==> config.mk <==
export PLATFORM = sky130hd
export DESIGN_NAME = dbg_top
export DESIGN_NICKNAME = d
export VERILOG_FILES = /design/src/hw/dbg_pkg.sv /design/src/hw/dbg_dmi_apb.sv /design/src/hw/dbg_hart_ctrl.sv /design/src/hw/dbg_status_merge.sv /design/src/hw/dbg_top.sv
export SDC_FILE = /design/constraint.sdc
export NUM_CORES = 1
export LEC_CHECK = 0
export BUFFER_PORTS_ARGS = -buffer_cell sky130_fd_sc_hd__buf_4
export CORE_MARGIN = 5
export CORE_UTILIZATION = 45
export CTS_CLUSTER_DIAMETER = 30
export CTS_CLUSTER_SIZE = 12
export DETAILED_ROUTE_END_ITERATION = 8
export GPL_TIMING_DRIVEN = 0
export HOLD_SLACK_MARGIN = 0.05
export PLACE_DENSITY = 0.76
export SYNTH_ARGS = -nofsm -noshare
export SYNTH_HDL_FRONTEND = slang
export SYNTH_HIERARCHICAL = 1
export SYNTH_SLANG_ARGS = --single-unit
==> constraint.sdc <==
create_clock -name i_clk -period 1.8 [get_ports i_clk]
set_input_delay 0.18 -clock i_clk [delete_from_list [all_inputs] [get_ports i_clk]]
set_output_delay 0.18 -clock i_clk [all_outputs]
set_load 0.05 [all_outputs]
==> src/hw/dbg_pkg.sv <==
`default_nettype none

package dbg_pkg;

  // Hart count and index widths
  localparam int unsigned NHART      = 4;
  localparam int unsigned HARTSEL_W  = 2;
  localparam int unsigned DMI_ADDR_W = 7;

  // Debug spec 0.13
  localparam logic [3:0] DM_VERSION = 4'd2;

  // dmstatus bit positions, any bit of each all/any pair
  localparam int unsigned DMS_HAVERESET = 18;
  localparam int unsigned DMS_RESUMEACK = 16;
  localparam int unsigned DMS_NONEXIST  = 14;
  localparam int unsigned DMS_UNAVAIL   = 12;
  localparam int unsigned DMS_RUNNING   = 10;
  localparam int unsigned DMS_HALTED    = 8;
  localparam int unsigned DMS_AUTH      = 7;
  localparam int unsigned DMS_VERSION_W = 4;

  // DMI register map
  typedef enum logic [DMI_ADDR_W-1:0] {
    DMCONTROL = 7'h10,
    DMSTATUS  = 7'h11,
    HALTSUM0  = 7'h40
  } dmi_reg_e;

  typedef enum logic [1:0] {
    HART_RUNNING,
    HART_HALTING,
    HART_HALTED,
    HART_RESUMING
  } hart_state_e;

  // One-cycle pulses towards a single hart
  typedef struct packed {
    logic haltreq;
    logic resumereq;
    logic ackhavereset;
  } hart_req_t;

  typedef struct packed {
    logic halted;
    logic running;
    logic resumeack;
    logic havereset;
    logic nonexistent;
    logic unavail;
  } hart_status_t;

  typedef struct packed {
    logic       haltreq;
    logic       resumereq;
    logic       rsvd_29;
    logic       ackhavereset;
    logic [1:0] rsvd_27_26;
    logic [9:0] hartsello;
    logic [13:0] rsvd_15_2;
    logic       ndmreset;
    logic       dmactive;
  } dmcontrol_t;

endpackage

`default_nettype wire

==> src/hw/dbg_dmi_apb.sv <==
`timescale 1ns/1ps
`default_nettype none

module dbg_dmi_apb (
  input  wire                                     i_clk,
  input  wire                                     i_rst,

  // APB slave
  input  wire                                     i_psel,
  input  wire                                     i_penable,
  input  wire                                     i_pwrite,
  input  wire  [dbg_pkg::DMI_ADDR_W-1:0]          i_paddr,
  input  wire  [31:0]                             i_pwdata,
  output logic [31:0]                             o_prdata,
  output logic                                    o_pready,
  output logic                                    o_pslverr,

  // Status words from the merger
  input  wire  [31:0]                             i_dmstatus,
  input  wire  [31:0]                             i_haltsum0,

  // Towards the harts
  output dbg_pkg::hart_req_t [dbg_pkg::NHART-1:0] o_req,
  output logic [dbg_pkg::HARTSEL_W:0]             o_hartsel,
  output logic                                    o_ndmreset,
  output logic                                    o_dmactive
);

  import dbg_pkg::*;

  dmi_reg_e                 addr;
  dmcontrol_t               wdata;
  dmcontrol_t               ctl_rd;
  logic                     access;
  logic                     addr_ok;
  logic                     ctl_wr;
  logic                     req_wr;
  logic [HARTSEL_W:0]       wr_sel;

  logic                     dmactive_q;
  logic                     ndmreset_q;
  logic [HARTSEL_W:0]       hartsel_q;
  hart_req_t [NHART-1:0]    req_q;

  assign addr   = dmi_reg_e'(i_paddr);
  assign wdata  = dmcontrol_t'(i_pwdata);
  assign access = i_psel & i_penable;

  always_comb begin
    case (addr)
      DMCONTROL, DMSTATUS, HALTSUM0: addr_ok = 1'b1;
      default:                       addr_ok = 1'b0;
    endcase
  end

  assign ctl_wr = access & i_pwrite & (addr == DMCONTROL);

  // Requests only while the DM is and stays active
  assign req_wr = ctl_wr & dmactive_q & wdata.dmactive;

  // Out-of-range selections collapse to NHART, meaning no hart
  assign wr_sel = (wdata.hartsello >= 10'(NHART)) ? (HARTSEL_W+1)'(NHART)
                                                  : wdata.hartsello[HARTSEL_W:0];

  always_ff @(posedge i_clk) begin
    if (i_rst) begin
      dmactive_q <= 1'b0;
      ndmreset_q <= 1'b0;
      hartsel_q  <= '0;
    end else if (ctl_wr) begin
      dmactive_q <= wdata.dmactive;
      if (dmactive_q && wdata.dmactive) begin
        ndmreset_q <= wdata.ndmreset;
        hartsel_q  <= wr_sel;
      end else begin
        // Inactive DM, everything but dmactive stays cleared
        ndmreset_q <= 1'b0;
        hartsel_q  <= '0;
      end
    end
  end

  always_ff @(posedge i_clk) begin
    if (i_rst) begin
      req_q <= '0;
    end else begin
      for (int h = 0; h < NHART; h++) begin
        req_q[h] <= '0;
        if (req_wr && wr_sel == (HARTSEL_W+1)'(h)) begin
          req_q[h].haltreq      <= wdata.haltreq;
          // haltreq wins over resumereq
          req_q[h].resumereq    <= wdata.resumereq & ~wdata.haltreq;
          req_q[h].ackhavereset <= wdata.ackhavereset;
        end
      end
    end
  end

  always_comb begin
    ctl_rd          = '0;
    ctl_rd.dmactive = dmactive_q;
    if (dmactive_q) begin
      ctl_rd.hartsello = 10'(hartsel_q);
      ctl_rd.ndmreset  = ndmreset_q;
    end
  end

  // Zero wait-state reads
  always_comb begin
    case (addr)
      DMCONTROL: o_prdata = ctl_rd;
      DMSTATUS:  o_prdata = i_dmstatus;
      HALTSUM0:  o_prdata = i_haltsum0;
      default:   o_prdata = '0;
    endcase
  end

  assign o_pready   = 1'b1;
  assign o_pslverr  = access & ~addr_ok;
  assign o_req      = req_q;
  assign o_hartsel  = hartsel_q;
  assign o_ndmreset = ndmreset_q;
  assign o_dmactive = dmactive_q;

endmodule

`default_nettype wire

==> src/hw/dbg_hart_ctrl.sv <==
`timescale 1ns/1ps
`default_nettype none

module dbg_hart_ctrl (
  input  wire                   i_clk,
  input  wire                   i_rst,
  input  wire                   i_dmactive,
  input  dbg_pkg::hart_req_t    i_req,

  // Hart side
  input  wire                   i_halted,
  input  wire                   i_nonexistent,
  input  wire                   i_unavail,
  input  wire                   i_under_reset,
  output logic                  o_debugint,
  output logic                  o_resumereq,

  output dbg_pkg::hart_status_t o_status
);

  import dbg_pkg::*;

  hart_state_e state_q;
  hart_state_e state_n;
  logic        resumeack_q;
  logic        resumeack_n;
  logic        havereset_q;
  logic        halted_q;
  logic        nonexistent_q;
  logic        unavail_q;

  always_comb begin
    state_n = state_q;
    if (!i_dmactive || i_under_reset) begin
      // Just track the hart
      state_n = i_halted ? HART_HALTED : HART_RUNNING;
    end else if (i_req.haltreq) begin
      state_n = i_halted ? HART_HALTED : HART_HALTING;
    end else if (i_req.resumereq) begin
      state_n = i_halted ? HART_RESUMING : HART_RUNNING;
    end else begin
      case (state_q)
        HART_RUNNING:  if (i_halted)  state_n = HART_HALTED;
        HART_HALTING:  if (i_halted)  state_n = HART_HALTED;
        HART_HALTED:   if (!i_halted) state_n = HART_RUNNING;
        HART_RESUMING: if (!i_halted) state_n = HART_RUNNING;
        default:                      state_n = HART_RUNNING;
      endcase
    end
  end

  always_comb begin
    resumeack_n = resumeack_q;
    if (!i_dmactive) begin
      resumeack_n = 1'b0;
    end else if (i_req.resumereq) begin
      // A running hart acks at once
      resumeack_n = ~i_halted;
    end else if (state_q == HART_RESUMING && !i_halted) begin
      resumeack_n = 1'b1;
    end
  end

  always_ff @(posedge i_clk) begin
    if (i_rst) begin
      state_q       <= HART_RUNNING;
      resumeack_q   <= 1'b0;
      havereset_q   <= 1'b0;
      halted_q      <= 1'b0;
      nonexistent_q <= 1'b0;
      unavail_q     <= 1'b0;
    end else begin
      state_q       <= state_n;
      resumeack_q   <= resumeack_n;
      halted_q      <= i_halted;
      nonexistent_q <= i_nonexistent;
      unavail_q     <= i_unavail;
      if (i_under_reset) begin
        havereset_q <= 1'b1;
      end else if (i_req.ackhavereset) begin
        havereset_q <= 1'b0;
      end
    end
  end

  assign o_debugint  = i_dmactive & (state_q == HART_HALTING);
  assign o_resumereq = i_dmactive & (state_q == HART_RESUMING);

  always_comb begin
    o_status             = '0;
    o_status.halted      = halted_q;
    o_status.running     = ~(halted_q | nonexistent_q | unavail_q);
    o_status.resumeack   = resumeack_q;
    o_status.havereset   = havereset_q;
    o_status.nonexistent = nonexistent_q;
    o_status.unavail     = unavail_q;
  end

endmodule

`default_nettype wire

==> src/hw/dbg_status_merge.sv <==
`timescale 1ns/1ps
`default_nettype none

module dbg_status_merge (
  input  dbg_pkg::hart_status_t [dbg_pkg::NHART-1:0] i_status,
  input  wire  [dbg_pkg::HARTSEL_W:0]                i_hartsel,
  output logic [31:0]                                o_dmstatus,
  output logic [31:0]                                o_haltsum0
);

  import dbg_pkg::*;

  logic         sel_ok;
  hart_status_t sel;

  assign sel_ok = (i_hartsel < (HARTSEL_W+1)'(NHART));

  always_comb begin
    sel = '0;
    if (sel_ok) begin
      sel = i_status[i_hartsel[HARTSEL_W-1:0]];
    end
  end

  // Single hart selected, so all and any carry the same value
  always_comb begin
    o_dmstatus                              = '0;
    o_dmstatus[DMS_VERSION_W-1:0]           = DM_VERSION;
    o_dmstatus[DMS_AUTH]                    = 1'b1;
    if (sel_ok) begin
      o_dmstatus[DMS_HAVERESET +: 2] = {2{sel.havereset}};
      o_dmstatus[DMS_RESUMEACK +: 2] = {2{sel.resumeack}};
      o_dmstatus[DMS_NONEXIST  +: 2] = {2{sel.nonexistent}};
      o_dmstatus[DMS_UNAVAIL   +: 2] = {2{sel.unavail}};
      o_dmstatus[DMS_RUNNING   +: 2] = {2{sel.running}};
      o_dmstatus[DMS_HALTED    +: 2] = {2{sel.halted}};
    end else begin
      o_dmstatus[DMS_NONEXIST  +: 2] = 2'b11;
    end
  end

  always_comb begin
    o_haltsum0 = '0;
    for (int h = 0; h < NHART; h++) begin
      o_haltsum0[h] = i_status[h].halted;
    end
  end

endmodule

`default_nettype wire

==> src/hw/dbg_top.sv <==
`timescale 1ns/1ps
`default_nettype none

module dbg_top (
  input  wire                          i_clk,
  input  wire                          i_rst,

  // APB from the debug transport
  input  wire                          i_psel,
  input  wire                          i_penable,
  input  wire                          i_pwrite,
  input  wire  [dbg_pkg::DMI_ADDR_W-1:0] i_paddr,
  input  wire  [31:0]                  i_pwdata,
  output logic [31:0]                  o_prdata,
  output logic                         o_pready,
  output logic                         o_pslverr,

  // Hart side
  input  wire  [dbg_pkg::NHART-1:0]    i_hart_halted,
  input  wire  [dbg_pkg::NHART-1:0]    i_hart_nonexistent,
  input  wire  [dbg_pkg::NHART-1:0]    i_hart_unavail,
  input  wire  [dbg_pkg::NHART-1:0]    i_hart_under_reset,
  output logic [dbg_pkg::NHART-1:0]    o_debugint,
  output logic [dbg_pkg::NHART-1:0]    o_resumereq,
  output logic                         o_ndmreset,
  output logic                         o_dmactive
);

  import dbg_pkg::*;

  hart_req_t    [NHART-1:0] hart_req;
  hart_status_t [NHART-1:0] hart_status;
  logic [HARTSEL_W:0]       hartsel;
  logic [31:0]              dmstatus;
  logic [31:0]              haltsum0;

  dbg_dmi_apb u_dmi (
    .i_clk      (i_clk),
    .i_rst      (i_rst),
    .i_psel     (i_psel),
    .i_penable  (i_penable),
    .i_pwrite   (i_pwrite),
    .i_paddr    (i_paddr),
    .i_pwdata   (i_pwdata),
    .o_prdata   (o_prdata),
    .o_pready   (o_pready),
    .o_pslverr  (o_pslverr),
    .i_dmstatus (dmstatus),
    .i_haltsum0 (haltsum0),
    .o_req      (hart_req),
    .o_hartsel  (hartsel),
    .o_ndmreset (o_ndmreset),
    .o_dmactive (o_dmactive)
  );

  for (genvar h = 0; h < NHART; h++) begin : g_hart
    dbg_hart_ctrl u_hart_ctrl (
      .i_clk         (i_clk),
      .i_rst         (i_rst),
      .i_dmactive    (o_dmactive),
      .i_req         (hart_req[h]),
      .i_halted      (i_hart_halted[h]),
      .i_nonexistent (i_hart_nonexistent[h]),
      .i_unavail     (i_hart_unavail[h]),
      .i_under_reset (i_hart_under_reset[h]),
      .o_debugint    (o_debugint[h]),
      .o_resumereq   (o_resumereq[h]),
      .o_status      (hart_status[h])
    );
  end

  dbg_status_merge u_status (
    .i_status   (hart_status),
    .i_hartsel  (hartsel),
    .o_dmstatus (dmstatus),
    .o_haltsum0 (haltsum0)
  );

endmodule

`default_nettype wire

Word level (Yosys, flattened, before mapping) --
Index checks and enable logic that the tools add are counted. W data, S select, Z words.
Storage, ports and cells: output and inout bits 44, logic and storage cells 219, input bits 60, register bits 45
Cells by class: eq/ne operators 26, reduce and logical (&&, ||, !) cells 49, multiplexer cells 64, magnitude comparators 3, bitwise operators 38
Operator list (count):
- $mux W2 | 33
- $pmux W20 S3 | 1
- $reduce_or A2 Y1 | 13
- $ne A5 B1 Y1 const B | 4
- $ne A5 B2 Y1 const B | 4
- $mux W1 | 19
- $eq A2 B2 Y1 const B | 8
- $pmux W2 S2 | 4
- $reduce_bool A2 Y1 | 8
- $and A1 B1 Y1 | 15
- $not A1 Y1 | 15
- $eq A7 B5 Y1 const B | 2
- $bmux W6 S2 | 1
- $mux W6 | 2
- $ge A10 B3 Y1 const B | 1
- $logic_and A1 B1 Y1 | 9
- $mux W3 | 3
- $eq A2 B1 Y1 const B | 4
- $logic_not A2 Y1 | 4
- $or A1 B1 Y1 | 8
- $reduce_and A2 Y1 | 4
- $eq A7 B7 Y1 const B | 1
- $eq A3 B2 Y1 const B | 2
- $logic_not A1 Y1 | 5
- 7 further kinds | 10

Depth between registers and ports, before layout --
Gate-level depths: netlist of run 1.
depth after elaboration 8, mapped depth 6, mapped depth without buffers 4

Hierarchy --
The synthesis of run 1 kept the hierarchy.
Modules (own cells, without submodules):
- dbg_hart_ctrl | times used 4, area an instance 302.8 µm², seq. area each 140.1 µm², cells each 34
- dbg_dmi_apb | times used 1, area an instance 1083.5 µm², seq. area each 340.3 µm², cells each 118
- dbg_status_merge | times used 1, area an instance 624.3 µm², seq. area each 0.0 µm², cells each 80

Least setup slack after synthesis of run 1 --
OpenSTA, ideal clock, no wires.
kind input to output, start input port i_paddr[1] (netlist name), end output port o_prdata[17], buffers on the path 2, stages 5, required time 1620 ps, path slack -364 ps, arrival 1984 ps, path through or4_4 -> buf_6 -> nor3_1 -> clkbuf_1 -> a221o_1
On the way: word-level cells in the longest chain between the ends 2, elaborated cells between the ends (all ways) 4, classes of those cells eq/ne: 3; mux: 1
RTL lines:
- from (decl) | RTL line dbg_top.sv:12 | input wire [dbg_pkg::DMI_ADDR_W-1:0] i_paddr,
- $eq A7 B7 Y1 or $eq A7 B5 Y1 (tied branches) | RTL line dbg_dmi_apb.sv:110 | case (addr)
- $pmux W20 S3 * | RTL line dbg_dmi_apb.sv:110
- to (decl) | RTL line dbg_top.sv:14 | output logic [31:0] o_prdata,
Mark *: on every way between the ends. The rest lies on a longest branch, timed or not.

Worst setup path in the final report of run 1 --
start register u_dmi.hartsel_q[0], in the netlist u_dmi/o_hartsel[0], end output port o_prdata[15]
On the way: word-level cells in the longest chain between the ends 4, elaborated cells between the ends (all ways) 5, classes of those cells order compare: 1; mux: 4
RTL lines:
- from (decl) | RTL line dbg_dmi_apb.sv:42 | logic [HARTSEL_W:0] hartsel_q;
- from (signal assigned) | RTL line dbg_dmi_apb.sv:74 | hartsel_q <= wr_sel;
- $bmux W6 S2 | RTL line dbg_status_merge.sv:21 | sel = i_status[i_hartsel[HARTSEL_W-1:0]];
- $mux W6 (not written as such) | RTL line dbg_status_merge.sv:21
- $mux W2 * | RTL line dbg_status_merge.sv:30 | if (sel_ok) begin
- net dmstatus[15] | RTL line dbg_top.sv:34 | logic [31:0] dmstatus;
- $pmux W20 S3 * | RTL line dbg_dmi_apb.sv:110
Mark *: on every way through the listed nets, which the timed path passes. The rest lies on a longest branch. The select of a mux whose other input is x is not followed.

==> results of run 1 <==
-- per-stage QoR --
stage	total power [mW]	instances	instance area, um2	utilization [%]
final	2.20	552	4480	71.0
after global routing	2.31	552	4480	71.0
after CTS	2.20	552	4380	69.4
after detailed placement	1.41	527	3840	60.8
after global placement	1.41	527	3840	60.8
after floorplan	1.29	380	3220	-
-- cell usage in the layout, fill, tap and decap left out, types with 7 or more instances in the layout --
cell type	n
nor3_1	10
buf_6	17
nor2_1	9
inv_1	12
nand2b_1	14
a22o_4	11
a22o_1	15
buf_4	134
nor2b_1	22
buf_8	15
a21oi_1	8
nor4_1	8
conb_1	49
nand2_1	8
clkbuf_8	8
dfxtp_1	38
mux2i_2	7
-- worst paths after layout --
kind,startpoint,to,depth (start not counted)
worst max-delay path,u_dmi/o_hartsel[0],o_prdata[15],5
worst min-delay path,i_hart_under_reset[3],g_hart[3].u_hart_ctrl/state_q[0],2
worst max register to register,u_dmi/o_dmactive,u_dmi/o_req[1],4
worst min register to register,u_dmi/o_req[3],g_hart[1].u_hart_ctrl/havereset_q,3
-- state kept, by name, summed over array words and instances, names as in the netlist --
name and count:
u_dmi/o_hartsel 3, u_dmi/o_req 12, u_dmi/o_ndmreset 1, g_hart.u_hart_ctrl/halted_q 4, u_dmi/o_dmactive 1, g_hart.u_hart_ctrl/resumeack_q 4
g_hart.u_hart_ctrl/nonexistent_q 4, g_hart.u_hart_ctrl/havereset_q 4, g_hart.u_hart_ctrl/state_q 8, g_hart.u_hart_ctrl/unavail_q 4
-- metal layers --
metal  routed length, um  global-route usage [%]
met5                   0                       0
met4                 130                    6.20
met3                 388                    3.00
met2                3810                    30.9
met1                3130                    21.4
-- repair_timing --
action / in CTS / in global routing
hold buffers: 3 / 0
pin swaps: 18 / 8
buffers inserted: 13 / 3
cloned: 2 / 0
hold endpoints to repair: 3 / 0
endpoints found under the setup margin: 18 / 25
resized for setup: 69 / 24
-- worst max-delay path, stage by stage, from the launching register on --
cell and delay, ns:
dfxtp_4 0.38, mux4_2 0.50, or2_4 0.26, buf_6 0.12, a22o_4 0.22, buf_8 0.15
-- layout make-up --
cell class | instances | share of cell area (%)
multi-input combinational | 233 | 39.1
sequential | 45 | 20.5
timing repair buffer | 91 | 19.3
buffer | 86 | 15.4
tap | 77 | 2.15
clock buffer | 5 | 1.54
clock inverter | 3 | 1.03
inverter | 12 | 1.01
-- logic make-up (layout without fill, tap and decap cells) --
kind of cell	after synthesis	count (layout)	share of synthesized area (%)
buf+inv	102	197	24.2
simple gates	108	108	22.9
other cells	3	49	0.386
compound gates	61	61	16.0
flops	45	45	30.9
mux	15	15	5.61
-- where the power goes --
| part | internal [mW] | switching [mW] | total [mW] |
|---|---|---|---|
| combinational | 0.235 | 0.164 | 0.399 |
| clock | 0.415 | 0.351 | 0.767 |
| sequential | 1.02 | 0.0176 | 1.03 |
==> impl_metrics.ini, run 1 <==
[run]
drv_cap = 0

[power]
powerDensity_nw_per_um2 = 491
irDropWorstVdd_mv = 0.474
leakage_nw = 2.05

[timing]
worst_slew_pin_slew_ns = 0.737
fin_setup_tns_ns = -1.73
slew_viol_final = 0
hold_viol_final = 0
timing.final.crit_period_ns = 2.09
setup_viol_count_final = 14
fmax_ghz = 0.478
slew_headroom_pct = 50.9
worst_slack_ns = -0.292
layout_worst_path_cycle_share_pct = 116
skew_ns = 0.00356
fin_worst_hold_slack_ns = 0.0643
rsz0062_at_grt = yes

[die]
core_area_um2 = 6310
die_y_um = 90.5
num_rows = 29
die_w_um = 90.5
ioPinCount = 104
die_area_um2 = 8200
start_util_pct = 46.2

[final_layout]
seq_area_um2 = 917
num_antenna_cells = 0
multi_input_area_um2 = 1750
final.fill_count = 498
fin_nets = 534
syn2layout_area_growth_pct = 53.5
drive_gt1_share_pct = 49.1

[cts]
root_buffer = clkbuf_8
clk_path_buf_depth = 2
cts.reportedPaths.clkPinSlew_ns = 0.08
insertion_delay_ns = 0.30
numCtsBuffers = 5
htreeDepth = 2
cts_tree = built
cts.sinks = 45

[synth]
synth_ff_type = dfxtp_1
synthDistinctLibCells = 38
synth-edff-count = 0
avgSynthCellArea_um2 = 8.74
ys_ff_latch = 45
yosysTopAreaCell = dfxtp_1
synth_area_leaders = dfxtp_1, buf_4, a22o_1
synth_common_cells = buf_4, dfxtp_1, a22o_1
synth_top_area_share_pct = 30.9
synthCells = 334
async_flop_share_pct = 0
synth_area_um2 = 2920
synth_warnings = 6
ys_seq_area_share_pct = 30.9
yosysMostFrequentCell = buf_4

[placement]
place_congestion = 0.816
portBuffers = 70
place_ws_ns = -0.395
hpwl_um = 5330

[routing]
finalWirelength_um = 7470
dr.pass1.iters = 4
drtIter0Drc = 59
post_drt_wl_per_cell_um = 13.5
vias_per_cell = 4.85
ant_nets = 0
via_count = 2675
drc = 0

[worst_hold_path]
hold_class = input pin to register

[setup_path]
cp_max_fo = 5
worst-setup-path-type = register to primary output
worstPathArrival_ns = 1.91
rrSetupSlack_ns = 0.15
crit_required_ns = 1.62
endpoint_kind = primary output
start_kind = register

[global_routing]
antenna_found_initial = 0
grt_max_degree = 32
grt_pass1_vias = 2589
overflow = 0
grtUsageTotal_pct = 17.6
grt_pass1_wl_um = 12200

[status]
status = finished with violations
violations = negative setup slack
Power figures use the tool's default switching activity.
==> run 2: changes to the inputs <==
--- a/config.mk
+++ b/config.mk
@@ -14,6 +14,7 @@
 export GPL_TIMING_DRIVEN = 0
 export HOLD_SLACK_MARGIN = 0.05
 export PLACE_DENSITY = 0.76
+export SETUP_SLACK_MARGIN = 0.4
 export SYNTH_ARGS = -nofsm -noshare
 export SYNTH_HDL_FRONTEND = slang
 export SYNTH_HIERARCHICAL = 1
==> run 2 against run 1 <==
Compared with the run above:
- the flow still finishes with violations (negative setup slack)
- hold slack better by 0.031 ns
- global-route usage up 0.98 points
- die area unchanged
- critical path depth up 1
- via count up 3.8%
- sequential power about the same
- critical path type unchanged
- critical endpoint unchanged
- largest cell class unchanged
- highest routed layer unchanged
==> impl_metrics.ini, run 2 (synthesis results as in run 1) <==
[status]
status = finished with violations
violations = negative setup slack

[routing]
ant_nets = 0
drtIter0Drc = 71
vias_per_cell = 4.93
finalWirelength_um = 8220
drc = 0
post_drt_wl_per_cell_um = 14.6
dr.pass1.iters = 4
via_count = 2777

[final_layout]
syn2layout_area_growth_pct = 64.0
finalNonFillerCells = 563
drive_gt1_share_pct = 53.7
final.fill_count = 434
num_antenna_cells = 0
largest_reg_flops = 12
final_area_um2 = 4790
final_common_cell = buf_4
fin_nets = 545
layout_common_cells = buf_4, conb_1, dfxtp_1

[power]
powerDensity_nw_per_um2 = 430
p_total_mw = 2.06
irDropWorstVdd_mv = 0.486
leakage_nw = 2.21

[setup_path]
cp_max_fo = 2
worstPathArrival_ns = 1.91
worst-setup-path-type = register to primary output
endpoint_kind = primary output
cpMostUsedCell = buf_6
crit_required_ns = 1.62
rrSetupSlack_ns = 0.23
slowest_delay_ns = 0.45
start_kind = register
path_buf_inv = 3
path_delay_family = multiplexers
cpMaxStageDelayCell = mux4_2
path_cells = buf_6 -> mux4_2 -> or2_4 -> buf_6 -> a22o_4 -> buf_8

[die]
die_y_um = 90.5
num_rows = 29
die_w_um = 90.5
start_util_pct = 46.2
ioPinCount = 104
core_area_um2 = 6310
die_area_um2 = 8200

[placement]
hpwl_um = 5520
place_congestion = 0.841
place_area_um2 = 3910
place_ws_ns = -0.352
portBuffers = 70
dp_cells = 527

[timing]
hold_viol_final = 0
worst_slew_pin_slew_ns = 0.696
slew_viol_final = 0
setup_viol_count_final = 18
layout_worst_path_cycle_share_pct = 116
fmax_ghz = 0.479
rsz0062_at_grt = yes
skew_ns = 0.00652
worst_slack_ns = -0.288
slew_headroom_pct = 53.6
timing.final.crit_period_ns = 2.09
fin_setup_tns_ns = -2.23

[cts]
insertion_delay_ns = 0.30
clk_path_buf_depth = 2
cts.sinks = 45
htreeDepth = 2
cts_tree = built
cts.reportedPaths.clkPinSlew_ns = 0.08
numCtsBuffers = 5
root_buffer = clkbuf_8

[worst_hold_path]
hold_class = input pin to register

[global_routing]
grt_max_degree = 32
grt_pass1_wl_um = 12700
grtUsageTotal_pct = 18.6
overflow = 0
grt_pass1_vias = 2773
antenna_found_initial = 0

[run]
drv_cap = 0
run 2: final timing paths:
kind                                                           from                         endpoint  cells past startpoint
worst max-delay path            g_hart[3].u_hart_ctrl/nonexistent_q                     o_prdata[15]                      6
worst min-delay path                              i_hart_unavail[3]  g_hart[3].u_hart_ctrl/unavail_q                      2
worst max register to register                     u_dmi/o_dmactive                   u_dmi/o_req[1]                      4
worst min register to register                     u_dmi/o_ndmreset                 u_dmi/o_ndmreset                      2
run 2: repair_timing:
item / 4_1_cts / 5_1_grt
buffers inserted: 16 / 6
hold buffers: 2 / 2
endpoints found under the setup margin: 40 / 33
endpoints found under the hold margin: 2 / 2
pin swaps: 21 / 3
gates cloned: 2 / 0
gates resized for setup: 93 / 21
run 2: area by class of cell:
| cell class | count | area (um2) | area share, % |
|---|---|---|---|
| Tap cell | 77 | 96.3 | 2.01 |
| Inverter | 12 | 45.0 | 0.941 |
| Multi-Input combinational cell | 233 | 1970 | 41.1 |
| Timing Repair Buffer | 98 | 925 | 19.3 |
| Clock buffer | 6 | 72.6 | 1.52 |
| Clock inverter | 2 | 10.0 | 0.209 |
| Buffer | 90 | 757 | 15.8 |
| Sequential cell | 45 | 915 | 19.1 |
run 2: metrics by stage:
step	hold WS (ns)	util, %
global placement	0.359	62.0
floorplan	0.252	-
CTS	0.0502	73.0
detailed placement	0.362	62.0
finish	0.0953	75.8
global route	0.0997	75.8
run 2: layer usage:
metal	up-vias	global-route usage (%)	part of all wire [%]
met5	-	0	0
li1	1373	-	-
met2	73	35.7	58
met1	1317	19.4	37
met4	0	7.32	1.6
met3	14	3.58	4.3
run 2: power breakdown:
group / switching (mW) / internal [mW]
clock network: 0.322 / 0.269
registers: 0.0192 / 1.02
logic: 0.185 / 0.246
total: 0.526 / 1.53
run 2: worst reg2reg max path: stages, from the launching register on:
cell and delay, ns:
dfxtp_4 0.46, and3b_2 0.28, nand3_2 0.21, buf_6 0.27, nor4_4 0.26
